<file path="src/pcs_rx_pkg.sv">
`default_nettype none

package pcs_rx_pkg;

    ////////////////////////////////////////////////////////////
    // Lane and block geometry
    ////////////////////////////////////////////////////////////

    localparam int num_lanes      = 4;
    localparam int block_width    = 64;
    localparam int block_bytes    = block_width / 8;
    localparam int header_width   = 2;
    localparam int errd_cnt_width = 8;

    // Wide enough to count every lane of one cycle in error
    localparam int lane_cnt_width = $clog2(num_lanes + 1);

    ////////////////////////////////////////////////////////////
    // Sync headers and block types
    ////////////////////////////////////////////////////////////

    // Any other header value is malformed
    localparam logic [header_width-1:0] hdr_data = 2'b01;
    localparam logic [header_width-1:0] hdr_ctrl = 2'b10;

    localparam logic [7:0] bt_idle  = 8'h1e;
    localparam logic [7:0] bt_start = 8'h78;

    // Terminate types, bt_termK carries K data bytes ahead of the terminate
    localparam logic [7:0] bt_term0 = 8'h87;
    localparam logic [7:0] bt_term1 = 8'h99;
    localparam logic [7:0] bt_term2 = 8'haa;
    localparam logic [7:0] bt_term3 = 8'hb4;
    localparam logic [7:0] bt_term4 = 8'hcc;
    localparam logic [7:0] bt_term5 = 8'hd2;
    localparam logic [7:0] bt_term6 = 8'he1;
    localparam logic [7:0] bt_term7 = 8'hff;

    ////////////////////////////////////////////////////////////
    // XGMII characters
    ////////////////////////////////////////////////////////////

    localparam logic [7:0] xg_idle  = 8'h07;
    localparam logic [7:0] xg_start = 8'hfb;
    localparam logic [7:0] xg_term  = 8'hfd;
    localparam logic [7:0] xg_error = 8'hfe;

    // Block payload, either eight data bytes or a type byte plus seven bytes.
    // Byte i of the data view sits at bits 8i+7 to 8i
    typedef union packed {
        logic [block_bytes-1:0][7:0] bytes;
        struct packed {
            logic [block_bytes-2:0][7:0] rest;
            logic [7:0]                  type_byte;
        } ctrl;
    } block_payload_u;

endpackage

`default_nettype wire

</file>
<file path="src/lane_block_if.sv">
`default_nettype none

interface lane_block_if;

    import pcs_rx_pkg::*;

    // One-hot block class, all low for a malformed block
    logic is_data;
    logic is_idle;
    logic is_start;
    logic is_term;

    // XGMII form of the lane, valid only if the class is legal in frame
    logic [block_bytes-1:0] lane_ctrl;
    logic [block_width-1:0] lane_data;

    modport decoder (
        output is_data,
        output is_idle,
        output is_start,
        output is_term,
        output lane_ctrl,
        output lane_data
    );

    modport sequencer (
        input is_data,
        input is_idle,
        input is_start,
        input is_term,
        input lane_ctrl,
        input lane_data
    );

endinterface

`default_nettype wire

</file>
<file path="src/block_decoder.sv">
`default_nettype none

module block_decoder (
    input  wire [pcs_rx_pkg::header_width-1:0] header_i,
    input  wire [pcs_rx_pkg::block_width-1:0]  data_i,
    lane_block_if.decoder                      blk
);

    import pcs_rx_pkg::*;

    block_payload_u              payload;
    logic [block_bytes-1:0][7:0] shifted;
    logic                        term_type;
    logic [2:0]                  term_len;

    assign payload = data_i;

    // Byte i here is payload byte i+1, top byte unused
    assign shifted = {8'h00, payload.ctrl.rest};

    ////////////////////////////////////////////////////////////
    // Terminate type to data byte count
    ////////////////////////////////////////////////////////////

    always_comb begin
        term_type = 1'b1;
        term_len  = 3'd0;
        case (payload.ctrl.type_byte)
            bt_term0: term_len = 3'd0;
            bt_term1: term_len = 3'd1;
            bt_term2: term_len = 3'd2;
            bt_term3: term_len = 3'd3;
            bt_term4: term_len = 3'd4;
            bt_term5: term_len = 3'd5;
            bt_term6: term_len = 3'd6;
            bt_term7: term_len = 3'd7;
            default:  term_type = 1'b0;
        endcase
    end

    ////////////////////////////////////////////////////////////
    // Block class and XGMII form
    ////////////////////////////////////////////////////////////

    always_comb begin
        blk.is_data   = 1'b0;
        blk.is_idle   = 1'b0;
        blk.is_start  = 1'b0;
        blk.is_term   = 1'b0;
        // Malformed blocks get replaced downstream anyway
        blk.lane_ctrl = '1;
        blk.lane_data = {block_bytes{xg_error}};

        if (header_i == hdr_data) begin
            blk.is_data   = 1'b1;
            blk.lane_ctrl = '0;
            blk.lane_data = payload.bytes;
        end else if (header_i == hdr_ctrl) begin
            if (payload.ctrl.type_byte == bt_idle) begin
                blk.is_idle   = 1'b1;
                blk.lane_data = {block_bytes{xg_idle}};
            end else if (payload.ctrl.type_byte == bt_start) begin
                // Start character in byte 0, frame data behind it
                blk.is_start  = 1'b1;
                blk.lane_ctrl = 8'h01;
                blk.lane_data = {payload.ctrl.rest, xg_start};
            end else if (term_type) begin
                blk.is_term = 1'b1;
                for (int i = 0; i < block_bytes; i++) begin
                    if (i < term_len) begin
                        blk.lane_ctrl[i]         = 1'b0;
                        blk.lane_data[8*i +: 8]  = shifted[i];
                    end else if (i == term_len) begin
                        blk.lane_ctrl[i]         = 1'b1;
                        blk.lane_data[8*i +: 8]  = xg_term;
                    end else begin
                        // Idle fill after the terminate
                        blk.lane_ctrl[i]         = 1'b1;
                        blk.lane_data[8*i +: 8]  = xg_idle;
                    end
                end
            end
        end
    end

endmodule

`default_nettype wire

</file>
<file path="src/frame_sequencer.sv">
`default_nettype none

module frame_sequencer (
    input  wire                    clk_156,
    input  wire                    async_reset_n,
    input  wire                    block_valid_i,
    input  wire                    clear_errblk_i,
    lane_block_if.sequencer        lanes [pcs_rx_pkg::num_lanes],
    output logic                   rx_valid_o,
    output logic [pcs_rx_pkg::num_lanes-1:0][pcs_rx_pkg::block_bytes-1:0] xgmii_rxc_o,
    output logic [pcs_rx_pkg::num_lanes-1:0][pcs_rx_pkg::block_width-1:0] xgmii_rxd_o,
    output logic [pcs_rx_pkg::errd_cnt_width-1:0]                         errd_blks_o
);

    import pcs_rx_pkg::*;

    // Frame state, high while a frame is open
    logic                                    frame_open_q;
    logic [num_lanes:0]                      open_chain;
    logic [num_lanes-1:0]                    lane_ok;
    logic [num_lanes-1:0][block_bytes-1:0]   rxc_nxt;
    logic [num_lanes-1:0][block_width-1:0]   rxd_nxt;
    logic [lane_cnt_width-1:0]               err_cnt;
    logic [errd_cnt_width:0]                 errd_sum;
    logic [errd_cnt_width-1:0]               errd_sat;

    ////////////////////////////////////////////////////////////
    // Frame state chain across the lanes
    ////////////////////////////////////////////////////////////

    // Lane 0 continues from where lane 3 left off last valid cycle
    assign open_chain[0] = frame_open_q;

    for (genvar k = 0; k < num_lanes; k++) begin : g_lane
        assign lane_ok[k] = ((lanes[k].is_data | lanes[k].is_term) & open_chain[k])
                          | ((lanes[k].is_idle | lanes[k].is_start) & ~open_chain[k]);

        // Illegal lanes close the frame
        assign open_chain[k+1] = lane_ok[k] & (lanes[k].is_data | lanes[k].is_start);

        assign rxc_nxt[k] = lane_ok[k] ? lanes[k].lane_ctrl : '1;
        assign rxd_nxt[k] = lane_ok[k] ? lanes[k].lane_data : {block_bytes{xg_error}};
    end

    ////////////////////////////////////////////////////////////
    // Errored block count
    ////////////////////////////////////////////////////////////

    assign err_cnt  = lane_cnt_width'($countones(~lane_ok));
    assign errd_sum = errd_blks_o + err_cnt;

    // Saturate at all ones
    assign errd_sat = errd_sum[errd_cnt_width] ? '1 : errd_sum[errd_cnt_width-1:0];

    always_ff @(posedge clk_156 or negedge async_reset_n) begin
        if (!async_reset_n) begin
            errd_blks_o <= '0;
        end else if (clear_errblk_i) begin
            errd_blks_o <= '0;
        end else if (block_valid_i) begin
            errd_blks_o <= errd_sat;
        end
    end

    ////////////////////////////////////////////////////////////
    // Output and frame state registers
    ////////////////////////////////////////////////////////////

    always_ff @(posedge clk_156 or negedge async_reset_n) begin
        if (!async_reset_n) begin
            rx_valid_o   <= 1'b0;
            frame_open_q <= 1'b0;
            xgmii_rxc_o  <= '1;
            xgmii_rxd_o  <= {(num_lanes * block_bytes){xg_idle}};
        end else begin
            rx_valid_o <= block_valid_i;
            // Everything holds through a gap in block_valid_i
            if (block_valid_i) begin
                frame_open_q <= open_chain[num_lanes];
                xgmii_rxc_o  <= rxc_nxt;
                xgmii_rxd_o  <= rxd_nxt;
            end
        end
    end

endmodule

`default_nettype wire

</file>
<file path="src/multilane_pcs_rx.sv">
`default_nettype none

module multilane_pcs_rx (
    input  wire                    clk_156,
    input  wire                    async_reset_n,
    input  wire                    block_valid_i,
    input  wire                    clear_errblk_i,
    input  wire [pcs_rx_pkg::num_lanes-1:0][pcs_rx_pkg::header_width-1:0] rx_header_i,
    input  wire [pcs_rx_pkg::num_lanes-1:0][pcs_rx_pkg::block_width-1:0]  rx_data_i,
    output logic                   rx_valid_o,
    output logic [pcs_rx_pkg::num_lanes-1:0][pcs_rx_pkg::block_bytes-1:0] xgmii_rxc_o,
    output logic [pcs_rx_pkg::num_lanes-1:0][pcs_rx_pkg::block_width-1:0] xgmii_rxd_o,
    output logic [pcs_rx_pkg::errd_cnt_width-1:0]                         errd_blks_o
);

    import pcs_rx_pkg::*;

    ////////////////////////////////////////////////////////////
    // Per-lane block decode
    ////////////////////////////////////////////////////////////

    lane_block_if lane_blk [num_lanes] ();

    // Lane 0 carries the oldest block of the cycle
    for (genvar g = 0; g < num_lanes; g++) begin : g_dec
        block_decoder u_dec (
            .header_i (rx_header_i[g]),
            .data_i   (rx_data_i[g]),
            .blk      (lane_blk[g])
        );
    end

    ////////////////////////////////////////////////////////////
    // Frame state, error substitution and counters
    ////////////////////////////////////////////////////////////

    frame_sequencer u_seq (
        .clk_156        (clk_156),
        .async_reset_n  (async_reset_n),
        .block_valid_i  (block_valid_i),
        .clear_errblk_i (clear_errblk_i),
        .lanes          (lane_blk),
        .rx_valid_o     (rx_valid_o),
        .xgmii_rxc_o    (xgmii_rxc_o),
        .xgmii_rxd_o    (xgmii_rxd_o),
        .errd_blks_o    (errd_blks_o)
    );

endmodule

`default_nettype wire

</file>
<file path="config.mk">
export PLATFORM = sky130hd
export DESIGN_NAME = multilane_pcs_rx
export DESIGN_NICKNAME = d
export VERILOG_FILES = /design/src/pcs_rx_pkg.sv /design/src/lane_block_if.sv /design/src/block_decoder.sv /design/src/frame_sequencer.sv /design/src/multilane_pcs_rx.sv
export SDC_FILE = /design/constraint.sdc
export NUM_CORES = 1
export LEC_CHECK = 0
export ABC_AREA = 1
export CELL_PAD_IN_SITES_DETAIL_PLACEMENT = 1
export CELL_PAD_IN_SITES_GLOBAL_PLACEMENT = 1
export CORE_AREA = 2 2 218 220
export CTS_BUF_LIST = sky130_fd_sc_hd__clkbuf_2 sky130_fd_sc_hd__clkbuf_4 sky130_fd_sc_hd__clkbuf_8
export CTS_CLUSTER_SIZE = 12
export DETAILED_ROUTE_END_ITERATION = 10
export DIE_AREA = 0 0 220 222
export DONT_BUFFER_PORTS = 1
export PLACE_DENSITY_LB_ADDON = 0.2
export SYNTH_ARGS = -nofsm -noshare
export SYNTH_HDL_FRONTEND = slang
export SYNTH_HIERARCHICAL = 1
export SYNTH_SLANG_ARGS = --single-unit
</file>
<file path="constraint.sdc">
create_clock -name clk_156 -period 4.7 [get_ports clk_156]
set_input_delay 0.705 -clock clk_156 [delete_from_list [all_inputs] [get_ports clk_156]]
set_output_delay 0.705 -clock clk_156 [all_outputs]
set_load 0.005 [all_outputs]
</file>
==> metrics <==
final count of hold timing violations 196; Layout area overhead 6.468%; critical path class in2reg; Pleak approximately 0.0091 uW; Synth area leaders dfrtp_1, dfstp_2, nand2_1, o21ai_0, inv_1; Yosys cell types 41; run status finished, violations left; layout cells sized above 1 15.94%; WP buf/inv 9; Root Driver clkbuf_8; full die area 48840 um2; Die Wd 220 um; CP max stage delay around 440 ps; GRT Total Usage 35.43%; Clock Skew 23.92 ps; Max Freq 241.3 MHz; Post-Route WL 88170 um; cell mode on critical path inv_1; Initial Util a little under half; Reg2Reg Capture Point u_seq/errd_blks_o[2]$_DFFE_PN0P_; Warnings, synthesis 6; CP max FO 11; top_reg_cell synth dfrtp_1; unrepaired setup endpoints after global routing no; R2R Path Start u_seq/frame_open_q$_DFFE_PN0P_; Critical Path RT 5260 ps; syn avg cell area 6.458 um2; reg2reg path depth 27; Cell Rows 79; first-pass GRT wire length 135700 um; CORE AREA 46260 um2; Port-buffer cells 0; failing checks hold timing; IO Count 565; CP top delay family simple AND/OR/NAND/NOR gates; worst slew pin tran between 1000 and 1500 ps; Seq/Total Area, Yosys a little over a third; hold slack -265.8 ps; Via Count roughly 22000; routability-driven placement congestion ratio 0.9185; fin cells 3920; worst-skew pair later-pin latency 680 ps; Post-synth EDFFs 0; # setup viols final 0; grt total ovfl 0; Sink Count 298; DRC 0; Cells after Synth 3367; Vias/cell 5.736; WL/cell 22.49 um; Post-Place Cells 3816; worst hold path type in2async; Die H 222 um; post-synthesis cell area between 20000 and 25000 um2; Worst-path clk slew 60 ps; Post-DP HPWL ~64000 um; First-pass DRT Iterations 6; clock tree buffer depth 3; Worst EP arrival approximately 4700 ps; H-tree depth 2; relative slew slack 23.60%; vias in the first global route between 20000 and 25000; TritonCTS buffer count 55; PD cells 258.4 nW/um2; ANT nets after route 0; DRC marker count from the first detailed-route iteration 1507; CP max-delay cell fa_1; initial antenna violation count 1; Yosys top cell by area dfrtp_1; crit start category input pin; Final min period between 4000 and 5000 ps; post-synth top area share 19.56%; largest net degree at the start of global routing 299; Final Slew Violations 0; # nets final 3538; MaxCap Viol Count 0; Setup crit end kind flip-flop; peak supply drop 197.5 uV; CTS tree done; asr flop ratio synth 100.0%; FF-to-FF setup slack 1280 ps; net count after synthesis 3639; Seq cells post-synth 298; fin crit share between 80% and 90%
==> registers in the layout, indices dropped and copies added (netlist names) <==
register,cells
u_seq/xgmii_rxd_o,256
u_seq/xgmii_rxc_o,32
u_seq/errd_blks_o,8
u_seq/frame_open_q,1
u_seq/rx_valid_o,1
==> per-layer routing <==
layer	track usage, %	wire, um
met4	16.87	4522
met1	41.23	34030
met2	57.98	40960
met3	12.36	8656
met5	0	0
==> how the worst max path moves through the flow <==
stage / start / end / slack [ps] / cells after the start
floorplan: rx_data_i[6] / u_seq/errd_blks_o[2]$_DFFE_PN0P_ / 380 / 39
global placement: rx_data_i[70] / u_seq/errd_blks_o[2]$_DFFE_PN0P_ / 210 / 35
detailed placement: rx_data_i[66] / u_seq/errd_blks_o[2]$_DFFE_PN0P_ / -100 / 34
CTS: rx_data_i[70] / u_seq/errd_blks_o[5]$_DFFE_PN0P_ / 580 / 37
global route: rx_data_i[70] / u_seq/errd_blks_o[5]$_DFFE_PN0P_ / 70 / 37
finish: rx_data_i[70] / u_seq/errd_blks_o[2]$_DFFE_PN0P_ / 560 / 35
==> cells in the mapped netlist, types with 8 or more instances <==
cell type,count
a21oi_1,186
inv_2,40
buf_4,8
o21ai_0,489
buf_2,30
o211ai_1,20
buf_1,32
dfstp_2,128
nand3_2,14
nor2_4,19
nand2_2,40
or2_2,56
nor2_1,417
o21bai_1,20
nand2_4,23
a31oi_1,32
o21ai_1,71
o22ai_1,14
nor3_1,11
inv_1,418
nand4_1,11
a21oi_2,33
buf_6,14
clkbuf_1,110
nand3_1,116
dfrtp_1,170
nand2_1,791
nor2_2,21
a22oi_1,8
==> cells in the final DEF, fill, tap and decap left out, types with 4 or more instances in the layout <==
| cell | n |
|---|---|
| nand2_1 | 790 |
| o21ai_0 | 489 |
| nor2_1 | 417 |
| inv_1 | 416 |
| a21oi_1 | 186 |
| dfrtp_1 | 170 |
| dfstp_2 | 128 |
| nand3_1 | 116 |
| clkbuf_8 | 72 |
| o21ai_1 | 71 |
| or2_2 | 56 |
| nand2_2 | 41 |
| inv_2 | 40 |
| buf_4 | 38 |
| a21oi_2 | 33 |
| a31oi_1 | 32 |
| nand2_4 | 23 |
| nor2_2 | 21 |
| o211ai_1 | 20 |
| o21bai_1 | 20 |
| nor2_4 | 19 |
| clkbuf_4 | 17 |
| o22ai_1 | 14 |
| nand3_2 | 14 |
| clkinv_2 | 11 |
| nand4_1 | 11 |
| nor3_1 | 11 |
| a22oi_1 | 8 |
| or2_1 | 5 |
| inv_4 | 4 |
==> through the flow <==
step	cell area, um2	util [%]	setup WS [ps]	total power [uW]	setup TNS (ps)
detailed placement	21880	47.30	-97.42	3118	-251.5
CTS	23140	50.03	578.9	6042	0
finish	23150	50.05	555.4	5983	0
global route	23150	50.05	73.46	6219	0
floorplan	21740	-	379.8	3031	0
global placement	21880	47.30	207.9	3107	0
==> power by group <==
| part | leakage (uW) | internal, uW | switching [uW] |
|---|---|---|---|
| logic | 0.00554 | 141 | 359 |
| registers | 0.00288 | 2580 | 7.63 |
| clock network | 0.000681 | 1670 | 1230 |
==> cell families (layout without fill, tap and decap cells) <==
| logic type | after synthesis | count (layout) | share of synthesized area (%) |
|---|---|---|---|
| AO/OA/AOI/OAI | 874 | 874 | 21.52 |
| adder cells (fa/ha/maj) | 4 | 4 | 0.2647 |
| flip-flops | 298 | 298 | 35.03 |
| buffers and inverters | 660 | 605 | 12.37 |
| other | 0 | 1 | 0 |
| AND/OR/NAND/NOR | 1531 | 1531 | 30.82 |
==> final cells by class <==
| class | count | area (um2) |
|---|---|---|
| Fill cell | 6286 | 23110 |
| Multi-Input combinational cell | 2409 | 11450 |
| Antenna cell | 1 | 2.502 |
| Timing Repair Buffer | 39 | 305.3 |
| Clock buffer | 89 | 1119 |
| Tap cell | 607 | 759.5 |
| Sequential cell | 298 | 7617 |
| Clock inverter | 14 | 145.1 |
| Inverter | 463 | 1755 |
==> repair_timing <==
| item | in CTS | in global routing |
|---|---|---|
| setup buffers | 0 | 0 |
| hold endpoints to repair | 298 | 291 |
| setup endpoints to repair | 0 | 1 |
| gates resized for setup | 0 | 1 |
Note: power is estimated with default switching activity, not from simulation.
